===== config.mk =====
export PLATFORM = sky130hd
export DESIGN_NAME = mmuTop
export DESIGN_NICKNAME = d
export VERILOG_FILES = /design/src/tlbPkg.sv /design/src/mmuTop.sv /design/src/dataMicroTlb.sv /design/src/instMicroTlb.sv /design/src/tlbLookupArbiter.sv /design/src/jointTlb.sv
export SDC_FILE = /design/constraint.sdc
export NUM_CORES = 2
export LEC_CHECK = 0
export BUFFER_PORTS_ARGS = -buffer_cell sky130_fd_sc_hd__buf_2
export CAP_MARGIN = 30
export CORE_MARGIN = 4
export CORE_UTILIZATION = 50
export CTS_BUF_LIST = sky130_fd_sc_hd__clkbuf_8
export DETAILED_ROUTE_END_ITERATION = 8
export PLACE_DENSITY = 0.72
export SLEW_MARGIN = 30
export SYNTH_ARGS = -nofsm -noshare
export SYNTH_HDL_FRONTEND = slang
export SYNTH_HIERARCHICAL = 1
export SYNTH_SLANG_ARGS = --single-unit

===== constraint.sdc =====
create_clock -name clk -period 4.55 [get_ports clk]
set_input_delay 0.91 -clock clk [delete_from_list [all_inputs] [get_ports clk]]
set_output_delay 0.91 -clock clk [all_outputs]
set_load 0.01 [all_outputs]

===== src/tlbPkg.sv =====
// ******************************
// entry layout is fixed at 4 KB page pairs
// ******************************
package tlbPkg;

    typedef logic [31:0] vaddrT;
    typedef logic [31:0] paddrT;
    typedef logic [18:0] vpn2T;      // vaddr[31:13]
    typedef logic [19:0] pfnT;
    typedef logic [7:0]  asidT;
    typedef logic [2:0]  cacheAttrT;
    typedef logic [77:0] tlbEntryT;

    // tlbEntryT bit positions from the msb down
    localparam int ENTRY_VPN2_LSB = 59;
    localparam int ENTRY_ASID_LSB = 51;
    localparam int ENTRY_G        = 50;
    localparam int ENTRY_PFN0_LSB = 30;
    localparam int ENTRY_C0_LSB   = 27;
    localparam int ENTRY_D0       = 26;
    localparam int ENTRY_V0       = 25;
    localparam int ENTRY_PFN1_LSB = 5;
    localparam int ENTRY_C1_LSB   = 2;
    localparam int ENTRY_D1       = 1;
    localparam int ENTRY_V1       = 0;

    localparam cacheAttrT CACHE_ATTR_CACHED = 3'd3;

    typedef enum logic [2:0] {
        excNone,
        excRefillLoad,
        excRefillStore,
        excInvalidLoad,
        excInvalidStore,
        excModified
    } excCodeT;

    typedef enum logic {
        stateIdle,
        stateSearch
    } searchStateT;

endpackage

===== src/mmuTop.sv =====
// ******************************
// pulse flush after any entry write or asid change
// ******************************
`timescale 1ns/1ps

module mmuTop import tlbPkg::*; #(
    parameter int tlbEntries = 16
) (
    input  logic                          clk,
    input  logic                          rstN,
    input  logic                          flush,
    input  asidT                          asid,
    input  cacheAttrT                     k0Attr,
    input  logic                          writeEn,
    input  logic [$clog2(tlbEntries)-1:0] writeIndex,
    input  tlbEntryT                      writeEntry,
    input  logic                          fetchReq,
    input  vaddrT                         fetchAddr,
    input  logic                          load,
    input  logic                          store,
    input  vaddrT                         dataAddr,
    output paddrT                         instPhysAddr,
    output logic                          instCached,
    output logic                          instStall,
    output excCodeT                       instExc,
    output paddrT                         dataPhysAddr,
    output logic                          dataCached,
    output logic                          dataStall,
    output excCodeT                       dataExc
);

    logic     instLookupReq;
    logic     dataLookupReq;
    vpn2T     instLookupVpn2;
    vpn2T     dataLookupVpn2;
    vpn2T     lookupVpn2;
    logic     instGrant;
    logic     dataGrant;
    tlbEntryT lookupEntry;
    logic     lookupFound;

    jointTlb #(
        .tlbEntries(tlbEntries)
    ) u_jointTlb (
        .clk        (clk),
        .rstN       (rstN),
        .writeEn    (writeEn),
        .writeIndex (writeIndex),
        .writeEntry (writeEntry),
        .asid       (asid),
        .lookupVpn2 (lookupVpn2),
        .lookupEntry(lookupEntry),
        .lookupFound(lookupFound)
    );

    tlbLookupArbiter u_tlbLookupArbiter (
        .clk           (clk),
        .rstN          (rstN),
        .instLookupReq (instLookupReq),
        .instLookupVpn2(instLookupVpn2),
        .dataLookupReq (dataLookupReq),
        .dataLookupVpn2(dataLookupVpn2),
        .instGrant     (instGrant),
        .dataGrant     (dataGrant),
        .lookupVpn2    (lookupVpn2)
    );

    instMicroTlb u_instMicroTlb (
        .clk           (clk),
        .rstN          (rstN),
        .flush         (flush),
        .fetchReq      (fetchReq),
        .fetchAddr     (fetchAddr),
        .k0Attr        (k0Attr),
        .lookupEntry   (lookupEntry),
        .lookupFound   (lookupFound),
        .instGrant     (instGrant),
        .instPhysAddr  (instPhysAddr),
        .instCached    (instCached),
        .instStall     (instStall),
        .instExc       (instExc),
        .instLookupReq (instLookupReq),
        .instLookupVpn2(instLookupVpn2)
    );

    dataMicroTlb u_dataMicroTlb (
        .clk           (clk),
        .rstN          (rstN),
        .flush         (flush),
        .load          (load),
        .store         (store),
        .dataAddr      (dataAddr),
        .k0Attr        (k0Attr),
        .lookupEntry   (lookupEntry),
        .lookupFound   (lookupFound),
        .dataGrant     (dataGrant),
        .dataPhysAddr  (dataPhysAddr),
        .dataCached    (dataCached),
        .dataStall     (dataStall),
        .dataExc       (dataExc),
        .dataLookupReq (dataLookupReq),
        .dataLookupVpn2(dataLookupVpn2)
    );

endmodule


===== src/dataMicroTlb.sv =====
// ******************************
// dataAddr must hold while dataStall is high
// ******************************
`timescale 1ns/1ps

module dataMicroTlb import tlbPkg::*; (
    input  logic      clk,
    input  logic      rstN,
    input  logic      flush,
    input  logic      load,
    input  logic      store,
    input  vaddrT     dataAddr,
    input  cacheAttrT k0Attr,
    input  tlbEntryT  lookupEntry,
    input  logic      lookupFound,
    input  logic      dataGrant,
    output paddrT     dataPhysAddr,
    output logic      dataCached,
    output logic      dataStall,
    output excCodeT   dataExc,
    output logic      dataLookupReq,
    output vpn2T      dataLookupVpn2
);

    searchStateT state;
    tlbEntryT    bufEntry;
    logic        bufValid;
    logic        bufFound;
    logic        access;
    logic        mapped;
    logic        kseg0;
    logic        kseg1;
    logic        bufHit;
    pfnT         pagePfn;
    cacheAttrT   pageAttr;
    logic        pageValid;
    logic        pageDirty;

    assign access = load || store;
    assign kseg0  = (dataAddr[31:29] == 3'b100);
    assign kseg1  = (dataAddr[31:29] == 3'b101);
    assign mapped = !kseg0 && !kseg1;
    assign bufHit = bufValid
        && (bufEntry[ENTRY_VPN2_LSB +: $bits(vpn2T)] == dataAddr[31:13]);

    assign pagePfn   = dataAddr[12] ? bufEntry[ENTRY_PFN1_LSB +: $bits(pfnT)]
                                    : bufEntry[ENTRY_PFN0_LSB +: $bits(pfnT)];
    assign pageAttr  = dataAddr[12] ? bufEntry[ENTRY_C1_LSB +: $bits(cacheAttrT)]
                                    : bufEntry[ENTRY_C0_LSB +: $bits(cacheAttrT)];
    assign pageValid = dataAddr[12] ? bufEntry[ENTRY_V1] : bufEntry[ENTRY_V0];
    assign pageDirty = dataAddr[12] ? bufEntry[ENTRY_D1] : bufEntry[ENTRY_D0];

    always_comb begin
        if (kseg0) begin
            dataPhysAddr = dataAddr - 32'h8000_0000;
            dataCached   = (k0Attr == CACHE_ATTR_CACHED);
        end else if (kseg1) begin
            dataPhysAddr = dataAddr - 32'hA000_0000;
            dataCached   = 1'b0;   // kseg1 never cached
        end else begin
            dataPhysAddr = {pagePfn, dataAddr[11:0]};
            dataCached   = (pageAttr == CACHE_ATTR_CACHED);
        end
    end

    assign dataStall = access && mapped && !bufHit;

    always_comb begin
        dataExc = excNone;
        if (access && mapped && bufHit) begin
            if (!bufFound) begin
                dataExc = store ? excRefillStore : excRefillLoad;
            end else if (!pageValid) begin
                dataExc = store ? excInvalidStore : excInvalidLoad;
            end else if (store && !pageDirty) begin
                dataExc = excModified;   // write to clean page
            end
        end
    end

    assign dataLookupReq  = (state == stateSearch);
    assign dataLookupVpn2 = dataAddr[31:13];

    always_ff @(posedge clk or negedge rstN) begin
        if (!rstN) begin
            state <= stateIdle;
        end else if (state == stateIdle && dataStall) begin
            state <= stateSearch;
        end else if (state == stateSearch && dataGrant) begin
            state <= stateIdle;
        end
    end

    always_ff @(posedge clk or negedge rstN) begin
        if (!rstN) begin
            bufValid <= 1'b0;
            bufFound <= 1'b0;
        end else if (flush) begin
            bufValid <= 1'b0;
            bufFound <= 1'b0;
        end else if (dataLookupReq && dataGrant) begin
            bufValid <= 1'b1;
            bufFound <= lookupFound;
        end
    end

    always_ff @(posedge clk) begin
        if (dataLookupReq && dataGrant) begin
            bufEntry <= {dataLookupVpn2, lookupEntry[ENTRY_VPN2_LSB-1:0]};
        end
    end

endmodule


===== src/instMicroTlb.sv =====
// ******************************
// fetchAddr must hold while instStall is high
// ******************************
`timescale 1ns/1ps

module instMicroTlb import tlbPkg::*; (
    input  logic      clk,
    input  logic      rstN,
    input  logic      flush,
    input  logic      fetchReq,
    input  vaddrT     fetchAddr,
    input  cacheAttrT k0Attr,
    input  tlbEntryT  lookupEntry,
    input  logic      lookupFound,
    input  logic      instGrant,
    output paddrT     instPhysAddr,
    output logic      instCached,
    output logic      instStall,
    output excCodeT   instExc,
    output logic      instLookupReq,
    output vpn2T      instLookupVpn2
);

    searchStateT state;
    tlbEntryT    bufEntry;
    logic        bufValid;
    logic        bufFound;
    logic        kseg0;
    logic        kseg1;
    logic        bufHit;
    pfnT         pagePfn;
    cacheAttrT   pageAttr;
    logic        pageValid;

    assign kseg0 = (fetchAddr[31:29] == 3'b100);
    assign kseg1 = (fetchAddr[31:29] == 3'b101);
    assign bufHit = bufValid
        && (bufEntry[ENTRY_VPN2_LSB +: $bits(vpn2T)] == fetchAddr[31:13]);

    // bit 12 picks even or odd page
    assign pagePfn   = fetchAddr[12] ? bufEntry[ENTRY_PFN1_LSB +: $bits(pfnT)]
                                     : bufEntry[ENTRY_PFN0_LSB +: $bits(pfnT)];
    assign pageAttr  = fetchAddr[12] ? bufEntry[ENTRY_C1_LSB +: $bits(cacheAttrT)]
                                     : bufEntry[ENTRY_C0_LSB +: $bits(cacheAttrT)];
    assign pageValid = fetchAddr[12] ? bufEntry[ENTRY_V1] : bufEntry[ENTRY_V0];

    always_comb begin
        if (kseg0) begin
            instPhysAddr = fetchAddr - 32'h8000_0000;
            instCached   = (k0Attr == CACHE_ATTR_CACHED);
        end else if (kseg1) begin
            instPhysAddr = fetchAddr - 32'hA000_0000;
            instCached   = 1'b0;
        end else begin
            instPhysAddr = {pagePfn, fetchAddr[11:0]};
            instCached   = (pageAttr == CACHE_ATTR_CACHED);
        end
    end

    assign instStall = fetchReq && !kseg0 && !kseg1 && !bufHit;

    always_comb begin
        instExc = excNone;
        if (fetchReq && !kseg0 && !kseg1 && bufHit) begin
            if (!bufFound) begin
                instExc = excRefillLoad;   // fetch uses load codes
            end else if (!pageValid) begin
                instExc = excInvalidLoad;
            end
        end
    end

    assign instLookupReq  = (state == stateSearch);
    assign instLookupVpn2 = fetchAddr[31:13];

    always_ff @(posedge clk or negedge rstN) begin
        if (!rstN) begin
            state <= stateIdle;
        end else if (state == stateIdle && instStall) begin
            state <= stateSearch;
        end else if (state == stateSearch && instGrant) begin
            state <= stateIdle;
        end
    end

    always_ff @(posedge clk or negedge rstN) begin
        if (!rstN) begin
            bufValid <= 1'b0;
            bufFound <= 1'b0;
        end else if (flush) begin
            bufValid <= 1'b0;
            bufFound <= 1'b0;
        end else if (instLookupReq && instGrant) begin
            bufValid <= 1'b1;
            bufFound <= lookupFound;
        end
    end

    // vpn2 kept from the request so a miss still matches on retry
    always_ff @(posedge clk) begin
        if (instLookupReq && instGrant) begin
            bufEntry <= {instLookupVpn2, lookupEntry[ENTRY_VPN2_LSB-1:0]};
        end
    end

endmodule


===== src/tlbLookupArbiter.sv =====
// ******************************
// grants are same-cycle; data wins first tie
// ******************************
`timescale 1ns/1ps

module tlbLookupArbiter import tlbPkg::*; (
    input  logic clk,
    input  logic rstN,
    input  logic instLookupReq,
    input  vpn2T instLookupVpn2,
    input  logic dataLookupReq,
    input  vpn2T dataLookupVpn2,
    output logic instGrant,
    output logic dataGrant,
    output vpn2T lookupVpn2
);

    logic lastWasData;   // winner of the last grant

    assign dataGrant  = dataLookupReq && (!instLookupReq || !lastWasData);
    assign instGrant  = instLookupReq && (!dataLookupReq || lastWasData);
    assign lookupVpn2 = instGrant ? instLookupVpn2 : dataLookupVpn2;

    always_ff @(posedge clk or negedge rstN) begin
        if (!rstN) begin
            lastWasData <= 1'b0;   // so data goes first
        end else if (instGrant || dataGrant) begin
            lastWasData <= dataGrant;
        end
    end

endmodule


===== src/jointTlb.sv =====
// ******************************
// lowest matching slot wins; no duplicate check
// ******************************
`timescale 1ns/1ps

module jointTlb import tlbPkg::*; #(
    parameter int tlbEntries = 16
) (
    input  logic                          clk,
    input  logic                          rstN,
    input  logic                          writeEn,
    input  logic [$clog2(tlbEntries)-1:0] writeIndex,
    input  tlbEntryT                      writeEntry,
    input  asidT                          asid,
    input  vpn2T                          lookupVpn2,
    output tlbEntryT                      lookupEntry,
    output logic                          lookupFound
);

    tlbEntryT                entryMem [tlbEntries];
    logic [tlbEntries-1:0]   slotValid;
    logic [tlbEntries-1:0]   slotMatch;

    always_ff @(posedge clk) begin
        if (writeEn) begin
            entryMem[writeIndex] <= writeEntry;
        end
    end

    always_ff @(posedge clk or negedge rstN) begin
        if (!rstN) begin
            slotValid <= '0;
        end else if (writeEn) begin
            slotValid[writeIndex] <= 1'b1;
        end
    end

    // parallel compare across all slots
    always_comb begin
        for (int i = 0; i < tlbEntries; i++) begin
            slotMatch[i] = slotValid[i]
                && (entryMem[i][ENTRY_VPN2_LSB +: $bits(vpn2T)] == lookupVpn2)
                && (entryMem[i][ENTRY_G]
                    || (entryMem[i][ENTRY_ASID_LSB +: $bits(asidT)] == asid));
        end
    end

    // walk down so the lowest slot is taken last
    always_comb begin
        lookupFound = 1'b0;
        lookupEntry = '0;
        for (int i = tlbEntries - 1; i >= 0; i--) begin
            if (slotMatch[i]) begin
                lookupFound = 1'b1;
                lookupEntry = entryMem[i];
            end
        end
    end

endmodule


---- Word level (Yosys, flattened, before mapping) ----
Memory sizes are Yosys's and may differ from the RTL's.
Index checks and enable logic that the tools add are counted.
operators by class
  $add $sub $neg .......................... 4
  order comparisons ....................... 2
  equality and inequality tests ........... 41
  mux-type cells .......................... 73
  bitwise logic cells ..................... 3
  reductions and logical operators ........ 84
operator list
  operator                                                                             count
  59-bit two-way mux                                                                   16
  19-bit == test                                                                       18
  8-bit == test                                                                        16
  32-bit two-way mux                                                                   4
  32-bit subtractor, second input constant                                             4
  1-bit logical AND                                                                    50
  20-bit two-way mux                                                                   2
  1-bit two-way mux                                                                    38
  3-bit two-way mux                                                                    9
  1-bit logical OR                                                                     20
  19-bit two-way mux                                                                   1
  16-bit bitwise OR                                                                    1
  3-bit == test, second input constant                                                 4
  1-bit logical NOT                                                                    10
  3-bit by 2-bit == test with 1-bit output, second input constant                      3
  2-bit nonzero test                                                                   4
  4-bit by 5-bit < comparator with 1-bit output, second input constant                 1
  1-bit demux with 4-bit select                                                        1
  4-bit by 1-bit greater-or-equal comparator with 1-bit output, second input constant  1
  2-bit two-way mux                                                                    2
  1-bit inverter                                                                       2
word-level totals
  register bits ........................... 179
  memory bits (writable) .................. 1248
  input bits .............................. 164
  memories kept ........................... 1
memories
  name                 depth  width  rd ports  clocked after Yosys merged registers in  wr ports  RTL line        source
  u_jointTlb.entryMem  16     78     16        0                                        1         jointTlb.sv:20  tlbEntryT entryMem [tlbEntries];

---- Logic depth before layout (Yosys ltp) ----
  depth after elaboration ................. 25
  gate-level depth with buffers ........... 19
  depth with buffers taken out ............ 13

---- Modules after synthesis ----
The synthesis kept the hierarchy.
modules (own cells, without submodules)
  module            instances  cells each  area each (µm²)  seq. area each (µm²)
  jointTlb          1          4002        54642.4          37876.3
  dataMicroTlb      1          243         3330.7           2147.1
  instMicroTlb      1          236         3206.8           2087.0
  tlbLookupArbiter  1          28          295.3            25.0

---- Least setup slack after synthesis ----
No wires, ideal clock.
  path type ............................... input port to flip-flop
  start ................................... in writeIndex[2]
  end ..................................... reg u_jointTlb.slotValid[0]
  arrival ................................. 7317 ps
  setup slack ............................. -2866 ps
  cell stages on the path ................. 3
  path buffers ............................ 0
  cells stage by stage .................... or3b_2 nor3_1 or2_2
between the ends
  cells in the longest elaborated chain, start to end .. 5
ends and longest elaborated chain
  element                                                                                                                                                     RTL line        source
  start, declared                                                                                                                                             mmuTop.sv:15    input logic [$clog2(tlbEntries)-1:0] writeIndex,
  4-bit by 5-bit < comparator with 1-bit output (not written as such) / 4-bit by 1-bit greater-or-equal comparator with 1-bit output (equally long branches)  jointTlb.sv:34  slotValid[writeIndex] <= 1'b1;
  1-bit logical AND (not written as such)                                                                                                                     jointTlb.sv:34
  1-bit two-way mux (not written as such)                                                                                                                     jointTlb.sv:34
  1-bit demux with 4-bit select *                                                                                                                             -
  16-bit bitwise OR (no line) *                                                                                                                               -
  end signal, assigned                                                                                                                                        jointTlb.sv:32  slotValid <= '0;
  end signal, assigned by index                                                                                                                               jointTlb.sv:34
  end, declared                                                                                                                                               jointTlb.sv:21  logic [tlbEntries-1:0] slotValid;
Every way passes the cells marked *; elsewhere a longest branch is shown, timed or not.
A chain may end at the register's enable or synchronous reset.

---- Worst setup path in the final report ----
  start ................................... reg u_tlbLookupArbiter.lastWasData
  end ..................................... reg u_dataMicroTlb.bufEntry[38] (data pin)
between the ends
  cells in the longest elaborated chain, start to end .. 22
ends and longest elaborated chain
  element                           RTL line                source
  start, declared                   tlbLookupArbiter.sv:18  logic lastWasData;
  start signal, assigned            tlbLookupArbiter.sv:28  lastWasData <= dataGrant;
  1-bit logical OR *                tlbLookupArbiter.sv:21  assign instGrant = instLookupReq && (!dataLookupReq || lastWasData);
  1-bit logical AND *               tlbLookupArbiter.sv:21
  19-bit two-way mux *              tlbLookupArbiter.sv:22  assign lookupVpn2 = instGrant ? instLookupVpn2 : dataLookupVpn2;
  via lookupVpn2[9]                 mmuTop.sv:36            vpn2T lookupVpn2;
  19-bit == test                    jointTlb.sv:42          && (entryMem[i][ENTRY_VPN2_LSB +: $bits(vpn2T)] == lookupVpn2)
  1-bit logical AND                 jointTlb.sv:42
  1-bit logical AND                 jointTlb.sv:43          && (entryMem[i][ENTRY_G]
  59-bit two-way mux (15 in a row)  jointTlb.sv:53          if (slotMatch[i]) begin
  59-bit two-way mux *              jointTlb.sv:53
  via lookupEntry[38]               mmuTop.sv:39            tlbEntryT lookupEntry;
  end signal, assigned              dataMicroTlb.sv:109     bufEntry <= {dataLookupVpn2, lookupEntry[ENTRY_VPN2_LSB-1:0]};
  end, declared                     dataMicroTlb.sv:26      tlbEntryT bufEntry;
The timed path passes the listed nets; every way through them passes the cells marked *.

==> out/qor.txt <==
Number of global-route vias before repair: 34000
Worst Setup Path Type: flop to flop
Initial Utilization: 0.503
R2R cell count: 18
Routed wire per std cell: 27.6 um
# setup viols final: 0
Outcome: finished clean
Lkg Pwr: 22.6 nW
Placer congestion estimate: 0.889
Peak supply drop: 318 uV
DR pass1 iterations: 6
Fin util: 0.581
Syn Area/Cell: 15.2 um^2
Post-Synthesis Cell Area: 0.0575 mm^2
Worst-path fanout max: 22
# H-tree levels: 4
Synth Instances: 3777
Largest net degree at the start of global routing: 80
Inst Count DP: 5468
Initial antenna violation count: 15
Reg-to-reg endpoint: u_dataMicroTlb/bufEntry[38]
Slew Viols, Final: 0
Final period utilization: 0.994
Clock sink count: 1407
TritonCTS Buffers: 212
Slew Limit Headroom: 0.281
Row count: 124
Clk Latency, worst-skew pair: 0.91 ns
I/O pin total: 238
Remaining Overflow, GRT: 0
CTS tree: done
CP Capture Type: flop
DRC errors left: 0
P&R area growth vs syn: 15.4%
Syn_nets: 3947
Non-filler cells, final: 5884
Die footprint: 0.120 mm^2
Reg clk slew, reported paths: 0.07 ns
Overall power: 29.5 mW
Detail Placement HPWL: 102000 um
Fin. Hold Viols: 0
WP data arrival: 5.18 ns
Die height: 347 um
Worst-margin pin slew: 1.08 ns
Buffers on Ports: 188
Peak Freq: 0.221 GHz
CTS root buffer: clkbuf_8
Max Buffers Root-to-Sink: 3
Vias/cell: 5.96
Starting DRT DRC Count: 4208
R2r startpoint: u_tlbLookupArbiter/lastWasData
First-pass GRT wire length: 231000 um
Max-Cap Viols: 0
Setup crit start kind: flop
PwrDens: 444 mW/mm^2
Core area: 0.114 mm^2
Crit path from: u_tlbLookupArbiter/lastWasData
Syn. warnings: 6
Die width: 347 um
Hold Path Class: input port to asynchronous set/reset pin
Fin crit period: 4.52 ns
Final net count: 4357
Fin Clk Skew: 0.0564 ns
WP data required: 5.20 ns
Via count: 35100
Total GRT Usage: 0.263
Hold_buf cts: 0
Register-to-register setup slack: 0.03 ns
Filler cells: 8578
Share of layout cells above drive strength 1: 0.223
Drt total wl: 162000 um
Post-route ant nets: 0
worst max path at each step:
stage / end / cells past startpoint / slack [ns]
finish: u_dataMicroTlb/bufEntry[38] / 18 / 0.03
global route: u_dataMicroTlb/bufEntry[38] / 19 / -0.03
CTS: u_dataMicroTlb/bufEntry[38] / 17 / -0.02
detailed placement: u_instMicroTlb/bufEntry[38] / 14 / -0.37
global placement: u_instMicroTlb/bufEntry[38] / 15 / -0.33
floorplan: u_jointTlb/entryMem[1][0] / 2 / -0.68
worst max-delay path: stages, from the launching register on:
cell and delay [ns]:
dfrtp_1 0.42, o21ai_2 0.24, buf_12 0.20, buf_4 0.13, mux2_4 0.38, buf_12 0.17, xor2_1 0.16, nor4_2 0.29
buf_4 0.17, nand3_1 0.11, or4_4 0.65, buf_6 0.22, buf_4 0.18, nor2_1 0.08, a21oi_1 0.09, mux2_2 0.33
o311ai_4 0.10, a41oi_2 0.15, buf_4 0.19
final cells by class:
cell class	instances	area [um^2]	share of cell area
Sequential cell	1407	42100	0.635
Timing Repair Buffer	514	4130	0.0622
Clock buffer	227	3120	0.0471
Antenna cell	11	27.5	0.000415
Multi-Input combinational cell	2033	14100	0.213
Tap cell	1512	1890	0.0285
Inverter	19	72.6	0.00109
Clock inverter	161	831	0.0125
placed cells by master, fill, tap and decap left out, types with 6 or more instances in the layout:
cell type / n
nand4_1: 41
clkbuf_8: 227
a41oi_1: 36
a221oi_2: 20
o21ai_0: 160
nand3_1: 15
ha_1: 6
mux2_2: 65
xor2_1: 351
nand3b_1: 50
nand2b_1: 7
nor3_1: 11
or2_2: 18
buf_2: 188
a221oi_1: 32
nor4_1: 74
a21oi_1: 253
a211oi_1: 48
buf_4: 263
o311ai_0: 14
buf_6: 6
edfxtp_1: 1384
nand2_1: 213
buf_12: 56
diode_2: 11
inv_1: 107
nor4_4: 6
mux2i_1: 91
clkinv_1: 34
o311ai_1: 31
nor2_1: 249
nor2_4: 14
dfrtp_1: 23
clkinv_2: 17
a41oi_2: 12
xnor2_1: 118
nor4_2: 14
flip-flops by register name (all words and copies together) (netlist names):
register	cells
u_dataMicroTlb/bufEntry	69
u_tlbLookupArbiter/lastWasData	1
u_instMicroTlb/bufValid	1
u_instMicroTlb/bufEntry	67
u_jointTlb/slotValid	16
u_instMicroTlb/instLookupReq	1
u_instMicroTlb/bufFound	1
u_dataMicroTlb/bufValid	1
u_jointTlb/entryMem	1248
u_dataMicroTlb/bufFound	1
u_dataMicroTlb/dataLookupReq	1
report_power, final:
group	leakage, nW	internal [mW]	switching, mW	total, mW
Combinational	7.39	1.49	2.79	4.28
Clock	2.35	4.80	4.85	9.65
Sequential	12.8	15.1	0.391	15.5
what timing repair did:
| action | 4_1_cts | 5_1_grt |
|---|---|---|
| buffers inserted | 2 | 11 |
| cloned | 1 | 2 |
| pin swaps | 3 | 14 |
| endpoints found under the setup margin | 51 | 95 |
| resized for setup | 11 | 45 |
metrics by stage:
stage          area, um^2  hold WS, ns  worst slack [ns]  TNS [ns]
3_3_place_gp        61900        0.451            -0.332     -7.90
3_5_place_dp        61900        0.451            -0.366    -14.53
4_1_cts             66000       0.0928           -0.0245   -0.0489
2_1_floorplan       57500        0.439            -0.680   -192.73
6_report            66400        0.139            0.0274         0
5_1_grt             66300        0.131           -0.0286    -0.140
routing by layer:
| metal | share of wire | GRT usage |
|---|---|---|
| met2 | 0.46 | 0.413 |
| met3 | 0.12 | 0.0647 |
| met1 | 0.38 | 0.357 |
| met4 | 0.039 | 0.101 |
| met5 | 0.00025 | 0 |
No activity file was read; power rests on OpenSTA's default activity.
